--- config.mk ---
export PLATFORM = sky130hd
export DESIGN_NAME = apb_xbar_2to2
export DESIGN_NICKNAME = d
export VERILOG_FILES = /design/src/xbar_cfg_pkg.sv /design/src/apb_pkg.sv /design/src/apb_target_port.sv /design/src/slave_arbiter.sv /design/src/apb_initiator_port.sv /design/src/apb_xbar_2to2.sv
export SDC_FILE = /design/constraint.sdc
export NUM_CORES = 1
export LEC_CHECK = 0
export BUFFER_PORTS_ARGS = -buffer_cell sky130_fd_sc_hd__buf_2
export CAP_MARGIN = 20
export CORE_MARGIN = 2
export CORE_UTILIZATION = 35
export CTS_CLUSTER_SIZE = 40
export DETAILED_ROUTE_END_ITERATION = 12
export GPL_ROUTABILITY_DRIVEN = 0
export GPL_TIMING_DRIVEN = 1
export HOLD_SLACK_MARGIN = 0.12
export SYNTH_ARGS = -nofsm -noshare
export SYNTH_HDL_FRONTEND = slang
export SYNTH_SLANG_ARGS = --single-unit
export TNS_END_PERCENT = 50
--- constraint.sdc ---
create_clock -name pclk -period 9.3 [get_ports pclk]
set_input_delay 0.93 -clock pclk [delete_from_list [all_inputs] [get_ports pclk]]
set_output_delay 0.93 -clock pclk [all_outputs]
set_load 0.03 [all_outputs]
--- src/xbar_cfg_pkg.sv ---
`default_nettype none

// Address map and sizing of the 2x2 APB crossbar
package xbar_cfg_pkg;

    localparam int ADDR_W      = 32;
    localparam int DATA_W      = 32;
    localparam int NUM_MASTERS = 2;
    localparam int NUM_SLAVES  = 2;

    // Slave n owns [BASE_ADDR + n*64K, BASE_ADDR + (n+1)*64K)
    localparam logic [ADDR_W-1:0] BASE_ADDR = 32'h1000_0000;
    localparam int                WIN_LSB   = 16;
    localparam int                SEL_W     = 1;

    // Anything at or past BASE_ADDR + MAP_SIZE is unmapped
    localparam logic [ADDR_W-1:0] MAP_SIZE  = 32'h0002_0000;

endpackage

`default_nettype wire

--- src/apb_pkg.sv ---
`default_nettype none

// Phase encodings of the APB port state machines
package apb_pkg;

    // Master-side port
    typedef enum logic [2:0] {
        TGT_IDLE, TGT_CMD, TGT_WAIT, TGT_DONE, TGT_ERR
    } tgt_state_e;

    // Slave-side port
    typedef enum logic [1:0] {
        INI_IDLE, INI_SETUP, INI_ACCESS, INI_RESP
    } ini_state_e;

endpackage

`default_nettype wire

--- src/apb_target_port.sv ---
`timescale 1ns/100ps
`default_nettype none

// Master-side APB port: decodes the address, issues one command and
// completes the APB transfer once the response is back
module apb_target_port (
    input  wire logic                              pclk,
    input  wire logic                              arst_n,
    input  wire logic                              psel,
    input  wire logic                              penable,
    input  wire logic                              pwrite,
    input  wire logic [xbar_cfg_pkg::ADDR_W-1:0]   paddr,
    input  wire logic [xbar_cfg_pkg::DATA_W-1:0]   pwdata,
    output logic      [xbar_cfg_pkg::DATA_W-1:0]   prdata,
    output logic                                   pready,
    output logic                                   pslverr,
    output logic                                   cmd_valid,
    input  wire logic                              cmd_ready,
    output logic      [xbar_cfg_pkg::SEL_W-1:0]    cmd_slave,
    output logic                                   cmd_write,
    output logic      [xbar_cfg_pkg::ADDR_W-1:0]   cmd_addr,
    output logic      [xbar_cfg_pkg::DATA_W-1:0]   cmd_wdata,
    output logic      [xbar_cfg_pkg::SEL_W-1:0]    rsp_slave,
    input  wire logic                              rsp_valid,
    input  wire logic [xbar_cfg_pkg::DATA_W-1:0]   rsp_rdata,
    input  wire logic                              rsp_err
);

    apb_pkg::tgt_state_e                state_q;
    logic                               access;
    logic                               in_range;
    logic [xbar_cfg_pkg::DATA_W-1:0]    rdata_q;
    logic                               err_q;

    assign access   = psel && penable;
    assign in_range = (paddr >= xbar_cfg_pkg::BASE_ADDR) &&
                      (paddr < xbar_cfg_pkg::BASE_ADDR + xbar_cfg_pkg::MAP_SIZE);

    always_ff @(posedge pclk or negedge arst_n) begin
        if (!arst_n) begin
            state_q   <= apb_pkg::TGT_IDLE;
            rsp_slave <= '0;
        end else begin
            case (state_q)
                apb_pkg::TGT_IDLE: begin
                    if (access) begin
                        state_q <= in_range ? apb_pkg::TGT_CMD : apb_pkg::TGT_ERR;
                    end
                end
                apb_pkg::TGT_CMD: begin
                    if (cmd_ready) begin
                        state_q   <= apb_pkg::TGT_WAIT;
                        // Remember which slave will answer
                        rsp_slave <= cmd_slave;
                    end
                end
                apb_pkg::TGT_WAIT: begin
                    if (rsp_valid) begin
                        state_q <= apb_pkg::TGT_DONE;
                    end
                end
                default: state_q <= apb_pkg::TGT_IDLE;
            endcase
        end
    end

    // Command fields held from capture until the command is taken
    always_ff @(posedge pclk) begin
        if (state_q == apb_pkg::TGT_IDLE && access) begin
            cmd_write <= pwrite;
            cmd_addr  <= paddr;
            cmd_wdata <= pwdata;
            cmd_slave <= paddr[xbar_cfg_pkg::WIN_LSB +: xbar_cfg_pkg::SEL_W];
        end
        if (state_q == apb_pkg::TGT_WAIT && rsp_valid) begin
            rdata_q <= rsp_rdata;
            err_q   <= rsp_err;
        end
    end

    assign cmd_valid = (state_q == apb_pkg::TGT_CMD);
    assign pready    = (state_q == apb_pkg::TGT_DONE) || (state_q == apb_pkg::TGT_ERR);
    // Unmapped accesses end with zero data and an error
    assign prdata    = (state_q == apb_pkg::TGT_DONE) ? rdata_q : '0;
    assign pslverr   = (state_q == apb_pkg::TGT_ERR) ||
                       ((state_q == apb_pkg::TGT_DONE) && err_q);

    a_cmd_hold: assert property (@(posedge pclk) disable iff (!arst_n)
        cmd_valid && !cmd_ready |=> cmd_valid && $stable(cmd_addr));

    // The external master must still be in its access phase
    a_pready_in_access: assert property (@(posedge pclk) disable iff (!arst_n)
        pready |-> psel && penable);

endmodule

`default_nettype wire

--- src/slave_arbiter.sv ---
`timescale 1ns/100ps
`default_nettype none

// Round-robin arbiter for one slave, with the grant locked from command
// transfer until that slave's response, plus the command multiplexer
module slave_arbiter (
    input  wire logic                                 pclk,
    input  wire logic                                 arst_n,
    input  wire logic [xbar_cfg_pkg::NUM_MASTERS-1:0] req,
    input  wire logic                                 m0_write,
    input  wire logic [xbar_cfg_pkg::ADDR_W-1:0]      m0_addr,
    input  wire logic [xbar_cfg_pkg::DATA_W-1:0]      m0_wdata,
    input  wire logic                                 m1_write,
    input  wire logic [xbar_cfg_pkg::ADDR_W-1:0]      m1_addr,
    input  wire logic [xbar_cfg_pkg::DATA_W-1:0]      m1_wdata,
    output logic      [xbar_cfg_pkg::NUM_MASTERS-1:0] m_ready,
    output logic      [xbar_cfg_pkg::NUM_MASTERS-1:0] grant,
    output logic                                      s_valid,
    output logic                                      s_write,
    output logic      [xbar_cfg_pkg::ADDR_W-1:0]      s_addr,
    output logic      [xbar_cfg_pkg::DATA_W-1:0]      s_wdata,
    input  wire logic                                 s_ready,
    input  wire logic                                 s_done
);

    logic                                  lock_q;
    logic                                  last_q;
    logic [xbar_cfg_pkg::NUM_MASTERS-1:0]  pick;

    // On a tie the master not served last wins
    assign pick[0] = req[0] && (!req[1] || last_q);
    assign pick[1] = req[1] && (!req[0] || !last_q);

    // While locked, last_q names the owner of the slave
    assign grant = lock_q ? (xbar_cfg_pkg::NUM_MASTERS'(1) << last_q) : pick;

    assign s_valid = |(req & grant);
    assign m_ready = grant & {xbar_cfg_pkg::NUM_MASTERS{s_ready}};

    assign s_write = grant[1] ? m1_write : m0_write;
    assign s_addr  = grant[1] ? m1_addr  : m0_addr;
    assign s_wdata = grant[1] ? m1_wdata : m0_wdata;

    always_ff @(posedge pclk or negedge arst_n) begin
        if (!arst_n) begin
            lock_q <= 1'b0;
            // Master 0 takes the first tie
            last_q <= 1'b1;
        end else if (s_valid && s_ready) begin
            lock_q <= 1'b1;
            last_q <= grant[1];
        end else if (s_done) begin
            lock_q <= 1'b0;
        end
    end

    a_grant_onehot: assert property (@(posedge pclk) disable iff (!arst_n)
        $onehot0(grant));

endmodule

`default_nettype wire

--- src/apb_initiator_port.sv ---
`timescale 1ns/100ps
`default_nettype none

// Slave-side APB port, turns one command into a setup/access transfer
module apb_initiator_port (
    input  wire logic                              pclk,
    input  wire logic                              arst_n,
    input  wire logic                              cmd_valid,
    output logic                                   cmd_ready,
    input  wire logic                              cmd_write,
    input  wire logic [xbar_cfg_pkg::ADDR_W-1:0]   cmd_addr,
    input  wire logic [xbar_cfg_pkg::DATA_W-1:0]   cmd_wdata,
    output logic                                   rsp_valid,
    output logic      [xbar_cfg_pkg::DATA_W-1:0]   rsp_rdata,
    output logic                                   rsp_err,
    output logic                                   psel,
    output logic                                   penable,
    output logic      [xbar_cfg_pkg::ADDR_W-1:0]   paddr,
    output logic                                   pwrite,
    output logic      [xbar_cfg_pkg::DATA_W-1:0]   pwdata,
    input  wire logic [xbar_cfg_pkg::DATA_W-1:0]   prdata,
    input  wire logic                              pready,
    input  wire logic                              pslverr
);

    apb_pkg::ini_state_e state_q;

    always_ff @(posedge pclk or negedge arst_n) begin
        if (!arst_n) begin
            state_q <= apb_pkg::INI_IDLE;
        end else begin
            case (state_q)
                apb_pkg::INI_IDLE: begin
                    if (cmd_valid) begin
                        state_q <= apb_pkg::INI_SETUP;
                    end
                end
                apb_pkg::INI_SETUP:  state_q <= apb_pkg::INI_ACCESS;
                apb_pkg::INI_ACCESS: begin
                    // Slave wait states hold us here
                    if (pready) begin
                        state_q <= apb_pkg::INI_RESP;
                    end
                end
                default: state_q <= apb_pkg::INI_IDLE;
            endcase
        end
    end

    always_ff @(posedge pclk) begin
        if (cmd_valid && cmd_ready) begin
            paddr  <= cmd_addr;
            pwrite <= cmd_write;
            pwdata <= cmd_wdata;
        end
        if (state_q == apb_pkg::INI_ACCESS && pready) begin
            rsp_rdata <= prdata;
            rsp_err   <= pslverr;
        end
    end

    assign cmd_ready = (state_q == apb_pkg::INI_IDLE);
    assign psel      = (state_q == apb_pkg::INI_SETUP) || (state_q == apb_pkg::INI_ACCESS);
    assign penable   = (state_q == apb_pkg::INI_ACCESS);
    assign rsp_valid = (state_q == apb_pkg::INI_RESP);

    a_paddr_stable: assert property (@(posedge pclk) disable iff (!arst_n)
        psel && $past(psel) |-> $stable(paddr));

endmodule

`default_nettype wire

--- src/apb_xbar_2to2.sv ---
`timescale 1ns/100ps
`default_nettype none

// APB crossbar, two masters to two slaves
module apb_xbar_2to2 (
    input  wire logic                              pclk,
    input  wire logic                              arst_n,
    input  wire logic                              m0_psel,
    input  wire logic                              m0_penable,
    input  wire logic [xbar_cfg_pkg::ADDR_W-1:0]   m0_paddr,
    input  wire logic                              m0_pwrite,
    input  wire logic [xbar_cfg_pkg::DATA_W-1:0]   m0_pwdata,
    output logic      [xbar_cfg_pkg::DATA_W-1:0]   m0_prdata,
    output logic                                   m0_pready,
    output logic                                   m0_pslverr,
    input  wire logic                              m1_psel,
    input  wire logic                              m1_penable,
    input  wire logic [xbar_cfg_pkg::ADDR_W-1:0]   m1_paddr,
    input  wire logic                              m1_pwrite,
    input  wire logic [xbar_cfg_pkg::DATA_W-1:0]   m1_pwdata,
    output logic      [xbar_cfg_pkg::DATA_W-1:0]   m1_prdata,
    output logic                                   m1_pready,
    output logic                                   m1_pslverr,
    output logic                                   s0_psel,
    output logic                                   s0_penable,
    output logic      [xbar_cfg_pkg::ADDR_W-1:0]   s0_paddr,
    output logic                                   s0_pwrite,
    output logic      [xbar_cfg_pkg::DATA_W-1:0]   s0_pwdata,
    input  wire logic [xbar_cfg_pkg::DATA_W-1:0]   s0_prdata,
    input  wire logic                              s0_pready,
    input  wire logic                              s0_pslverr,
    output logic                                   s1_psel,
    output logic                                   s1_penable,
    output logic      [xbar_cfg_pkg::ADDR_W-1:0]   s1_paddr,
    output logic                                   s1_pwrite,
    output logic      [xbar_cfg_pkg::DATA_W-1:0]   s1_pwdata,
    input  wire logic [xbar_cfg_pkg::DATA_W-1:0]   s1_prdata,
    input  wire logic                              s1_pready,
    input  wire logic                              s1_pslverr
);

    localparam int NM = xbar_cfg_pkg::NUM_MASTERS;
    localparam int NS = xbar_cfg_pkg::NUM_SLAVES;

    // Master-side APB, packed by master index
    logic [NM-1:0]                            m_psel, m_penable, m_pwrite;
    logic [NM-1:0]                            m_pready, m_pslverr;
    logic [NM-1:0][xbar_cfg_pkg::ADDR_W-1:0]  m_paddr;
    logic [NM-1:0][xbar_cfg_pkg::DATA_W-1:0]  m_pwdata, m_prdata;

    // Slave-side APB, packed by slave index
    logic [NS-1:0]                            s_psel, s_penable, s_pwrite;
    logic [NS-1:0]                            s_pready, s_pslverr;
    logic [NS-1:0][xbar_cfg_pkg::ADDR_W-1:0]  s_paddr;
    logic [NS-1:0][xbar_cfg_pkg::DATA_W-1:0]  s_pwdata, s_prdata;

    // Per-master command and response
    logic [NM-1:0]                            cmd_valid, cmd_ready, cmd_write;
    logic [NM-1:0][xbar_cfg_pkg::SEL_W-1:0]   cmd_slave, rsp_slave;
    logic [NM-1:0][xbar_cfg_pkg::ADDR_W-1:0]  cmd_addr;
    logic [NM-1:0][xbar_cfg_pkg::DATA_W-1:0]  cmd_wdata, rsp_rdata;
    logic [NM-1:0]                            rsp_valid, rsp_err;

    // Per-slave arbitration and initiator side
    logic [NS-1:0][NM-1:0]                    arb_req, arb_grant, arb_ready;
    logic [NS-1:0]                            ini_cmd_valid, ini_cmd_ready, ini_cmd_write;
    logic [NS-1:0][xbar_cfg_pkg::ADDR_W-1:0]  ini_cmd_addr;
    logic [NS-1:0][xbar_cfg_pkg::DATA_W-1:0]  ini_cmd_wdata, ini_rsp_rdata;
    logic [NS-1:0]                            ini_rsp_valid, ini_rsp_err;

    assign m_psel    = {m1_psel, m0_psel};
    assign m_penable = {m1_penable, m0_penable};
    assign m_pwrite  = {m1_pwrite, m0_pwrite};
    assign m_paddr   = {m1_paddr, m0_paddr};
    assign m_pwdata  = {m1_pwdata, m0_pwdata};
    assign {m1_prdata, m0_prdata}   = m_prdata;
    assign {m1_pready, m0_pready}   = m_pready;
    assign {m1_pslverr, m0_pslverr} = m_pslverr;

    assign {s1_psel, s0_psel}       = s_psel;
    assign {s1_penable, s0_penable} = s_penable;
    assign {s1_pwrite, s0_pwrite}   = s_pwrite;
    assign {s1_paddr, s0_paddr}     = s_paddr;
    assign {s1_pwdata, s0_pwdata}   = s_pwdata;
    assign s_prdata  = {s1_prdata, s0_prdata};
    assign s_pready  = {s1_pready, s0_pready};
    assign s_pslverr = {s1_pslverr, s0_pslverr};

    for (genvar m = 0; m < NM; m++) begin : g_master
        apb_target_port u_tgt (
            .pclk      (pclk),       .arst_n    (arst_n),
            .psel      (m_psel[m]),  .penable   (m_penable[m]),
            .pwrite    (m_pwrite[m]), .paddr    (m_paddr[m]),
            .pwdata    (m_pwdata[m]), .prdata   (m_prdata[m]),
            .pready    (m_pready[m]), .pslverr  (m_pslverr[m]),
            .cmd_valid (cmd_valid[m]), .cmd_ready (cmd_ready[m]),
            .cmd_slave (cmd_slave[m]), .cmd_write (cmd_write[m]),
            .cmd_addr  (cmd_addr[m]),  .cmd_wdata (cmd_wdata[m]),
            .rsp_slave (rsp_slave[m]), .rsp_valid (rsp_valid[m]),
            .rsp_rdata (rsp_rdata[m]), .rsp_err   (rsp_err[m])
        );

        // Ready from the arbiter of the addressed slave
        assign cmd_ready[m] = arb_ready[cmd_slave[m]][m];

        // Response only while that slave's grant still names this master
        assign rsp_valid[m] = ini_rsp_valid[rsp_slave[m]] && arb_grant[rsp_slave[m]][m];
        assign rsp_rdata[m] = ini_rsp_rdata[rsp_slave[m]];
        assign rsp_err[m]   = ini_rsp_err[rsp_slave[m]];
    end

    for (genvar s = 0; s < NS; s++) begin : g_slave
        always_comb begin
            for (int m = 0; m < NM; m++) begin
                arb_req[s][m] = cmd_valid[m] && (cmd_slave[m] == xbar_cfg_pkg::SEL_W'(s));
            end
        end

        slave_arbiter u_arb (
            .pclk     (pclk),            .arst_n   (arst_n),
            .req      (arb_req[s]),
            .m0_write (cmd_write[0]),    .m0_addr  (cmd_addr[0]),
            .m0_wdata (cmd_wdata[0]),
            .m1_write (cmd_write[1]),    .m1_addr  (cmd_addr[1]),
            .m1_wdata (cmd_wdata[1]),
            .m_ready  (arb_ready[s]),    .grant    (arb_grant[s]),
            .s_valid  (ini_cmd_valid[s]), .s_write (ini_cmd_write[s]),
            .s_addr   (ini_cmd_addr[s]), .s_wdata  (ini_cmd_wdata[s]),
            .s_ready  (ini_cmd_ready[s]), .s_done  (ini_rsp_valid[s])
        );

        apb_initiator_port u_ini (
            .pclk      (pclk),              .arst_n    (arst_n),
            .cmd_valid (ini_cmd_valid[s]),  .cmd_ready (ini_cmd_ready[s]),
            .cmd_write (ini_cmd_write[s]),  .cmd_addr  (ini_cmd_addr[s]),
            .cmd_wdata (ini_cmd_wdata[s]),
            .rsp_valid (ini_rsp_valid[s]),  .rsp_rdata (ini_rsp_rdata[s]),
            .rsp_err   (ini_rsp_err[s]),
            .psel      (s_psel[s]),         .penable   (s_penable[s]),
            .paddr     (s_paddr[s]),        .pwrite    (s_pwrite[s]),
            .pwdata    (s_pwdata[s]),       .prdata    (s_prdata[s]),
            .pready    (s_pready[s]),       .pslverr   (s_pslverr[s])
        );
    end

endmodule

`default_nettype wire

After elaboration in Yosys (flattened, before gate mapping)
Cells that the tools add are included.
{"block": "word_totals", "ff_bits": 410, "latch_bits": 0, "ramBits": 0, "romBits": 0, "output_inout_bits": 202, "memories": 0}
{"block": "classes", "add_sub_neg": 0, "mul": 0, "div": 0, "n_lt_le_gt_ge": 8, "eq_ne": 24, "shifts": 2, "n_mux": 50, "n_bitwise": 6, "reduce_logical": 54}
{"cell": "$mux 32", "count": 10}
{"cell": "$ge 32x29->1 const B", "count": 2}
{"cell": "$lt 32x29->1 const B", "count": 2}
{"cell": "$logic_and 1x1->1", "count": 24}
{"cell": "$mux 3", "count": 8}
{"cell": "$mux 2", "count": 10}
{"cell": "$mux 1", "count": 18}
{"cell": "$pmux 3 s3", "count": 2}
{"cell": "$ne 2x1->1 const B", "count": 8}
{"cell": "$eq 3x2->1 const B", "count": 4}
{"cell": "$pmux 2 s3", "count": 2}
{"cell": "$logic_or 1x1->1", "count": 10}
{"cell": "$and 2x2->2", "count": 4}
{"cell": "$eq 2x2->1 const B", "count": 4}
{"cell": "$lt 1x2->1 const B", "count": 4}
{"cell": "$reduce_and 2->1", "count": 4}
{"cell": "$eq 3x1->1 const B", "count": 2}
{"cell": "$eq 3x3->1 const B", "count": 2}
{"cell": "$logic_not 1->1", "count": 6}
{"cell": "$logic_not 3->1", "count": 2}
{"cell": "$reduce_and 3->1", "count": 2}
{"cell": "$eq 2x1->1 const B", "count": 2}
{"cell": "$logic_not 2->1", "count": 2}
{"cell": "$ne 2x2->1 const B", "count": 2}
{"cell": "4 further kinds", "count": 8}

Depth between registers and ports, before layout
Gate-level depths: netlist (run 1).
{"block": "depth", "depth_word": 11, "ltp_mapped": 7, "ltp_nobuf": 7}

By module
From an unflattened synthesis (run 1), not the netlist that was laid out.
{"block": "unflattened", "cells_unflattened": 1288, "area_unflattened_um2": 19223.4}
{"mod": "apb_target_port", "instances": 2, "cells_per_inst": 163, "area_each_um2": 3532.1, "seq_area_each_um2": 3042.9}
{"mod": "apb_initiator_port", "instances": 2, "cells_per_inst": 113, "area_each_um2": 3116.7, "seq_area_each_um2": 2992.9}
{"mod": "slave_arbiter", "instances": 2, "cells_per_inst": 325, "area_each_um2": 2377.3, "seq_area_each_um2": 51.3}
{"mod": "apb_xbar_2to2", "instances": 1, "cells_per_inst": 86, "area_each_um2": 1171.1, "seq_area_each_um2": 0.0}

Worst setup path after synthesis (run 1)
Ideal clock, no wire load.
{"block": "synth_path", "path_kind": "input to register", "startpoint": "in m0_psel", "endpoint": "reg g_master[0].u_tgt.state_q[2]", "setup_time_ns": 0.105, "t_arrival_ns": 7.722, "setup_slack_ns": 1.473, "stages": 3, "path_cell_list": "nand2_1 nor4_1 and2_1"}
{"block": "synth_between", "elab_chain_len": 3}
{"item": "from (decl)", "line_no": "apb_xbar_2to2.sv:8", "rtl": "input wire logic m0_psel,"}
{"item": "$logic_and 1x1->1", "line_no": "apb_target_port.sv:35", "rtl": "assign access = psel && penable;"}
{"item": "$ne 2x1->1 (no line)"}
{"item": "$reduce_and 3->1 (no line)"}
{"item": "to (signal assigned)", "line_no": "apb_target_port.sv:41", "rtl": "state_q <= apb_pkg::TGT_IDLE;"}
{"item": "to (signal assigned)", "line_no": "apb_target_port.sv:47", "rtl": "state_q <= in_range ? apb_pkg::TGT_CMD : apb_pkg::TGT_ERR;"}
{"item": "to (signal assigned)", "line_no": "apb_target_port.sv:52", "rtl": "state_q <= apb_pkg::TGT_WAIT;"}
{"item": "to (decl)", "line_no": "apb_target_port.sv:29", "rtl": "apb_pkg::tgt_state_e state_q;"}
No other way between the ends.
A chain may end at the register's enable or synchronous reset.

==> reports/metrics.cfg, run 1 <==
[timing]
finalMaxSlewViolations=0
tightestPinTransition_ps=1070
slew_headroom=0.288
fmax_mhz=306
tns_ps=0
fin_crit_sh=0.352
rsz0062_at_grt=no
setup_viol=0
post-route-min-period_ps=3270
hold_viol=0
finClkSkew_ps=26.4
hold_ws_ps=281

[yosys]
yosysTopAreaCell=edfxtp_1
synth_flop_cell=edfxtp_1
synth_edf_count=392
synth_area_per_cell_um2=19.2
synth_cell_types=59
ys_async_sr_fraction=0.0392
syn_area_um2=15900
synthDominantCellAreaShare=0.739
syn_inst=830
seq_area_frac_synth=0.765
synth-seq-cells=408
yosysWarnings=0
syn_nets=1042
synth_area_leaders=edfxtp_1 74%, mux2_2 11%, mux2_1 2.8%, and2_1 2.7%, dfrtp_1 2.2%

[clocking]
post_cts_buffers=0
clkTransAtPathRegs_ps=60
postCtsHoldBufs=0
cts_root_buf=clkbuf_16
cts-resized-gates=0
cts_htree_levels=2
clkLatencyLatePin_ps=580
cts_made_buffers=45
cts_tree=yes
clockBufferDepth=3
cts.sinks=408

[route]
antenna_left=0
drt_iter0_markers=499
firstDrtPassIters=5
route.detailed.drc=0
wl_um=40700
vias=9000
wl_per_cell_um=21.5
vias_per_cell=4.74

[grt]
grt_antenna_before_repair=9
grt_use_total=0.168
grt_max_degree=66
overflow=0
grt_pass1_wl_um=58800
grt_pass1_vias=9291

[place]
io_buffers=405
hpwl_um=26600
dp_cells=1811

[final_layout]
regArea_um2=12200
multi_input_area_um2=3540
areaGrowthSynthToFinish_pct=25.6
layout.cells.non_filler=1897
final_util=0.443
drive_above_1_share=0.507
final_nets=1471
fillerInstances=4020

[worst_setup_path]
arrival_ps=3580
critPathCaptureType=flip-flop
required_ps=9600
critPathLaunchType=flip-flop
crit_type=flip-flop to flip-flop
cp_max_fo=52

[die]
io_pins=406
rows=78
fp.dieArea_um2=47200
die_y_um=217
die_x_um=217
core_area_um2=45200
start_util=0.352

[power_and_ir_drop]
ir_drop_uv=174
powerDensity_nw_per_um2=285
leakage_nw=7.52

[run_status]
status=completed

[flow_run]
max_cap_violations=0

[min_path]
hold_class=input pin to async pin

==> power breakdown <==
| part | internal, W | total, W | switching, W |
|---|---|---|---|
| clock | 0.000926 | 0.00165 | 0.000723 |
| combinational | 0.000623 | 0.00152 | 0.000900 |
| sequential | 0.00241 | 0.00253 | 0.000119 |
| total | 0.00396 | 0.00570 | 0.00174 |
==> critical path: stages, from the launching register on <==
cell and delay, ps:
edfxtp_1 480, or4b_4 620, o221ai_4 600, buf_4 740, mux2_2 410
==> path summary, 6_finish.rpt <==
kind | start | to | slack [ps] | cells past startpoint
min | arst_n | g_master[0].u_tgt.rsp_slave | 280 | 1
max reg2reg | g_master[0].u_tgt.cmd_addr[16] | g_slave[0].u_ini.pwdata[17] | 6030 | 4
min reg2reg | g_slave[1].u_arb.last_q | g_slave[1].u_arb.last_q | 540 | 2
max | g_master[0].u_tgt.cmd_addr[16] | g_slave[0].u_ini.pwdata[17] | 6030 | 4
min in group pclk | m0_paddr[1] | g_master[0].u_tgt.cmd_addr[1] | 520 | 1
max in group asynchronous | arst_n | g_slave[0].u_arb.last_q | 8680 | 1
==> cells by family after synthesis <==
| kind of cell | after synthesis | synth area share |
|---|---|---|
| simple gates | 131 | 0.0523 |
| compound gates | 36 | 0.0185 |
| fa+ha+maj | 8 | 0.00629 |
| buf+inv | 46 | 0.0165 |
| xor+xnor | 1 | 0.000550 |
| mux | 200 | 0.141 |
| flops | 408 | 0.765 |
==> per-layer routing <==
layer,track usage,vias up,wire length [um]
met3,0.0539,79,3560
met5,0,-,82
li1,-,4081,-
met1,0.213,4477,16700
met4,0.0523,12,990
met2,0.275,351,19400
==> placed cells by master (no fill, tap or decap), types with 9 or more instances in the layout <==
cell	synthesis	layout
buf_4	5	11
buf_2	9	405
edfxtp_1	392	392
inv_1	10	9
mux2_1	40	40
clkbuf_1	15	13
dfrtp_1	14	13
and2_1	69	66
clkbuf_16	0	45
nand2_1	15	15
mux2_2	158	158
clkinv_1	0	13
==> final cells by class <==
cell class	count	area share
sequential	408	0.609
multi-input combinational	376	0.177
timing repair buffer	418	0.107
clock buffer	58	0.0587
tap	600	0.0375
clock inverter	22	0.00894
inverter	10	0.00188
antenna	5	0.000625
==> stage by stage <==
| step | setup slack, ps | area, um2 | power (W) |
|---|---|---|---|
| floorplan | 1470 | 15900 | 0.00370 |
| global placement | 6120 | 18600 | 0.00409 |
| detailed placement | 6030 | 18600 | 0.00412 |
| CTS | 5410 | 20000 | 0.00579 |
| global route | 5890 | 20000 | 0.00597 |
| finish | 6030 | 20000 | 0.00570 |
==> sequential cells by signal (all words and copies together) (netlist names), 4 cells and up <==
signal / cells
g_master.u_tgt.state_q: 6
g_slave.u_ini.paddr: 64
g_slave.u_ini.rsp_rdata: 64
g_slave.u_ini.state_q: 4
g_slave.u_ini.pwdata: 64
g_master.u_tgt.cmd_wdata: 64
g_master.u_tgt.cmd_addr: 64
g_master.u_tgt.rdata_q: 64
==> synth_stat cells, drive strengths merged (2+ instances only) <==
library cell / instances
a21o: 2
a21oi: 4
a22o: 2
a2bb2oi: 2
a31oi: 2
and2: 69
buf: 21
clkbuf: 15
dfrtp: 14
dfstp: 2
edfxtp: 392
ha: 8
inv: 10
mux2: 198
mux2i: 2
nand2: 15
nand2b: 8
nand4: 2
nand4bb: 2
nor2: 9
nor3: 2
nor3b: 3
nor4: 6
nor4b: 4
o211ai: 2
o21ai: 7
o221ai: 2
o2bb2ai: 2
o32ai: 2
or4b: 2
No activity file was read; power rests on OpenSTA's default activity.
==> run 2, diff against run 1 <==
--- a/config.mk
+++ b/config.mk
@@ -5,6 +5,7 @@
 export SDC_FILE = /design/constraint.sdc
 export NUM_CORES = 1
 export LEC_CHECK = 0
+export ABC_AREA = 1
 export BUFFER_PORTS_ARGS = -buffer_cell sky130_fd_sc_hd__buf_2
 export CAP_MARGIN = 20
 export CORE_MARGIN = 2
==> constraint.sdc (replaced) <==
create_clock -name pclk -period 3.35 [get_ports pclk]
set_input_delay 0.335 -clock pclk [delete_from_list [all_inputs] [get_ports pclk]]
set_output_delay 0.335 -clock pclk [all_outputs]
set_load 0.03 [all_outputs]
==> run 2 against run 1 <==
  * Power up 96%
  * Setup slack worse by 5500 ps
  * Design area up 10%
==> reports/metrics.cfg, run 2 <==
[clocking]
clockBufferDepth=3
clkTransAtPathRegs_ps=60
cts_made_buffers=45
cts_tree=yes
cts_root_buf=clkbuf_16
post_cts_buffers=0
cts_htree_levels=2
postCtsHoldBufs=198
cts-resized-gates=0
clkLatencyLatePin_ps=580
cts.sinks=408

[die]
die_x_um=218
fp.dieArea_um2=47500
core_area_um2=45300
rows=78
io_pins=406
start_util=0.354
die_y_um=218

[yosys]
seq_area_frac_synth=0.760
synth_area_leaders=edfxtp_1 73%, nand2_1 5.7%, o21ai_0 5.4%, inv_1 4.6%, dfrtp_1 2.2%
syn_nets=1472
netlist_top_cells_count=392 x edfxtp_1, 245 x nand2_1, 197 x inv_1, 174 x o21ai_0, 86 x nor2_1
synth_area_per_cell_um2=12.7
yosysWarnings=0
synth-seq-cells=408
synth_edf_count=392
syn_inst=1260
syn_area_um2=16000
synth.most_common_cell=edfxtp_1
synth_flop_cell=edfxtp_1
synthDominantCellAreaShare=0.735
synth_cell_types=29
ys_async_sr_fraction=0.0392
yosysTopAreaCell=edfxtp_1

[power_and_ir_drop]
p_clk_frac=0.404
power_frac_comb=0.070
ir_drop_uv=408
power_switching_w=0.00253
leakage_nw=8.96
swShare=0.226
powerDensity_nw_per_um2=506
seqPwrFrac=0.526
p_int_w=0.00864
totalPowerFinal_w=0.0112

[flow_run]
max_cap_violations=0

[timing]
finalMaxSlewViolations=0
worst_slack_ps=561
setup_viol=0
hold_viol=0
fmax_mhz=359
tns_ps=0
slew_headroom=0.465
tightestPinTransition_ps=803
finClkSkew_ps=38.1
post-route-min-period_ps=2790
fin_crit_sh=0.833
rsz0062_at_grt=no

[final_layout]
final_nets=2089
final_common_cell=buf_2
areaGrowthSynthToFinish_pct=37.8
final_cell_mix=405 x buf_2, 392 x edfxtp_1, 245 x nand2_1, 198 x dlygate4sd3_1, 195 x inv_1
drive_above_1_share=0.277

[route]
vias_per_cell=4.55
wl_um=44500
firstDrtPassIters=5
drt_iter0_markers=826
antenna_left=0
wl_per_cell_um=17.7
vias=11400
route.detailed.drc=0

[grt]
grt_pass1_vias=11500
grt_use_total=0.184
grt_antenna_before_repair=4
overflow=0
grt_max_degree=133
grt_pass1_wl_um=66200

[worst_setup_path]
critPathLaunchType=flip-flop
critPathCaptureType=output pin
required_ps=3010
r2r_start=g_master[1].u_tgt.cmd_addr[16]
arrival_ps=2450
cp_max_fo=18
rrSetupSlack_ps=1140
r2r_cells=10
rr_endpoint=g_master[1].u_tgt.state_q[2]
crit_type=flip-flop to output pin

[min_path]
whs_endpoint=g_slave[1].u_ini.state_q[1]
hold_path.startpoint=s1_pready
min_delay_path_depth=5
hold_class=input pin to flip-flop

[place]
hpwl_um=29100
dp_slack_ps=1150
io_buffers=405

[run_status]
status=completed

run 2: final cells by class:
cell class | count | area, um2
fill | 3935 | 23200
sequential | 408 | 12200
timing repair buffer | 618 | 4200
multi-input combinational | 603 | 2840
clock buffer | 51 | 1150
inverter | 201 | 754
tap | 600 | 751
clock inverter | 30 | 194
antenna | 3 | 7.51
run 2: worst max-delay path by stage:
stage                                       from                             to  slack, ps
floorplan           g_master[1].u_tgt.state_q[2]  g_master[1].u_tgt.cmd_addr[0]       -610
global placement    g_master[0].u_tgt.state_q[0]                  m0_prdata[25]       1230
detailed placement  g_master[0].u_tgt.state_q[0]                  m0_prdata[21]       1150
CTS                 g_master[0].u_tgt.state_q[0]                  m0_prdata[21]        530
global route        g_master[0].u_tgt.state_q[0]                  m0_prdata[18]        360
finish              g_master[0].u_tgt.state_q[0]                  m0_prdata[18]        560
run 2: power groups by stage:
stage	Sequential (W)	Combinational [W]	Clock, W
after floorplan	0.00597	0.000295	0
after global placement	0.00597	0.000572	0
after detailed placement	0.00598	0.000590	0
after CTS	0.00587	0.000785	0.00464
after global routing	0.00589	0.000859	0.00483
final	0.00587	0.000779	0.00451
run 2: cell families after synthesis:
group / share of synthesized area
compound gates: 0.0712
simple gates: 0.0969
flops: 0.760
fa+ha+maj: 0.00625
buf+inv: 0.0657
run 2: critical path, cell delays in order, from the launching register on:
cell and delay [ps]:
dfrtp_1 380, inv_1 70, nor2_1 180, nand2_1 460
buf_4 420, nor2_1 150, buf_2 220
run 2: layer usage:
layer / global-route usage / vias to the layer above / wire length [um]
met4: 0.0676 / 2 / 1340
met1: 0.223 / 5367 / 17700
met2: 0.314 / 508 / 21400
li1: - / 5484 / -
met5: 0 / - / 13
met3: 0.0509 / 84 / 4030
run 2: per-stage QoR:
step / std cells / cell area (um2) / utilization / hold WS, ps
global route: 2514 / 22100 / 0.487 / 180
finish: 2514 / 22100 / 0.487 / 163
detailed placement: 2232 / 18700 / 0.414 / 287
CTS: 2511 / 22100 / 0.487 / 139
floorplan: 1260 / 16000 / - / 39.4
global placement: 2232 / 18700 / 0.414 / 285
==> run 3, diff against run 2 <==
==> constraint.sdc (replaced) <==
create_clock -name pclk -period 2.6 [get_ports pclk]
set_input_delay 0.26 -clock pclk [delete_from_list [all_inputs] [get_ports pclk]]
set_output_delay 0.26 -clock pclk [all_outputs]
set_load 0.03 [all_outputs]
==> run 3 against run 2 <==
  * Design area grew 1.1%
  * Wire length grew 1.4%
  * Critical path depth fell by 1
  * Non-clock buffer count rose by 9
  * Count of clock-buffer cells in the layout up 1
  * Sequential share of layout area down 0.59 points
  * Utilization rose by 0.53 points
==> reports/metrics.cfg, run 3 (same netlist as run 2, synthesis figures left out) <==
[run_status]
status=completed

[timing]
worst_slack_ps=237
fin_crit_sh=0.909
hold_viol=0
post-route-min-period_ps=2360
finClkSkew_ps=36.0
setup_viol=0
fmax_mhz=423
rsz0062_at_grt=no
finalMaxSlewViolations=0
slew_headroom=0.560
tightestPinTransition_ps=661
tns_ps=0

[grt]
grt_pass1_wl_um=66900
grt_max_degree=98
grt_pass1_vias=11700
grt_use_total=0.185
grt_antenna_before_repair=6
overflow=0

[die]
die_x_um=218
start_util=0.354
rows=78
io_pins=406
die_y_um=218
core_area_um2=45300
fp.dieArea_um2=47500

[route]
drt_iter0_markers=811
vias=11600
wl_per_cell_um=17.8
route.detailed.drc=0
firstDrtPassIters=5
wl_um=45100
antenna_left=0
vias_per_cell=4.60

[final_layout]
drive_above_1_share=0.280
final_cell_mix=405 x buf_2, 392 x edfxtp_1, 244 x nand2_1, 201 x dlygate4sd3_1, 195 x inv_1
final_common_cell=buf_2
final_area_um2=22300
final_nets=2099
final_util=0.493
layout.cells.non_filler=2528
areaGrowthSynthToFinish_pct=39.3

[place]
hpwl_um=30000
dp_cells=2238
placedInstanceArea_um2=18800
io_buffers=405
dp_slack_ps=457

[worst_setup_path]
critPathCaptureType=output pin
crit_buf_inv=2
worst_path_max_delay_cell=dfrtp_1
rrSetupSlack_ps=430
arrival_ps=2100
max_stage_delay_ps=430
critPathLaunchType=flip-flop
required_ps=2340
crit_family=simple AND/OR/NAND/NOR gates
r2r_cells=10
cp_max_fo=13
crit_chain=nor2_4 -> nand2_2 -> buf_4 -> nor2_1 -> buf_2
worst-path-stages=5
crit_type=flip-flop to output pin

[flow_run]
max_cap_violations=0

[min_path]
hold_class=input pin to async pin

[clocking]
cts.sinks=408
clockBufferDepth=3
clkTransAtPathRegs_ps=60
cts_root_buf=clkbuf_16
cts_tree=yes
clkLatencyLatePin_ps=600
post_cts_buffers=0
cts_htree_levels=2
cts_made_buffers=46

[power_and_ir_drop]
powerDensity_nw_per_um2=672
ir_drop_uv=580
leakage_nw=9.07

[run 3: worst paths after layout]
| check | end | start |
|---|---|---|
| worst max-delay path | m1_prdata[7] | g_master[1].u_tgt.state_q[2] |
| min in group pclk | g_master[1].u_tgt.state_q[0] | m1_psel |
| worst min-delay path | g_slave[0].u_ini.state_q[1] | arst_n |
| worst max register to register | g_slave[0].u_ini.paddr[28] | g_master[0].u_tgt.state_q[1] |
| worst min register to register | g_slave[1].u_arb.last_q | g_slave[1].u_arb.last_q |
| max in group asynchronous | g_master[0].u_tgt.rsp_slave | arst_n |
[run 3: power breakdown]
part	leakage, nW	internal [W]	total [W]	switching (W)
registers	3.77	0.00747	0.00757	0.0000907
clock network	0.722	0.00369	0.00642	0.00273
logic	4.58	0.000454	0.00101	0.000555
[run 3: repair_timing]
action                                  in CTS  in global routing
hold endpoints to repair                   217                  0
gates resized for setup                      1                  0
hold buffers                               201                  0
endpoints found under the setup margin      24                  0
[run 3: metrics by stage]
stage	hold slack (ps)	power (W)
3_5_place_dp	212	0.00846
4_1_cts	130	0.0152
6_report	165	0.0150
3_3_place_gp	215	0.00843
5_1_grt	171	0.0155
2_1_floorplan	-35.6	0.00807
[run 3: worst register-to-register path: cells and delay by family (launching register included)]
kind	cells	cell delay, ps
simple gates	7	770
buf+inv	3	580
flops	1	460
[run 3: layout make-up]
type                       instances  area (um2)
tap                              600         751
timing repair buffer             627        4270
sequential                       408       12200
multi-input combinational        603        2850
clock buffer                      52        1170
inverter                         201         754
fill                            3918       23000
antenna                            5        12.5
clock inverter                    32         325
[run 3: metal layers]
metal  up-vias  wire [um]  track usage
li1       5518          -            -
met1      5550      17900        0.224
met2       482      22100        0.315
met3        67       3940       0.0513
met4         4       1180       0.0698
met5         -         29            0
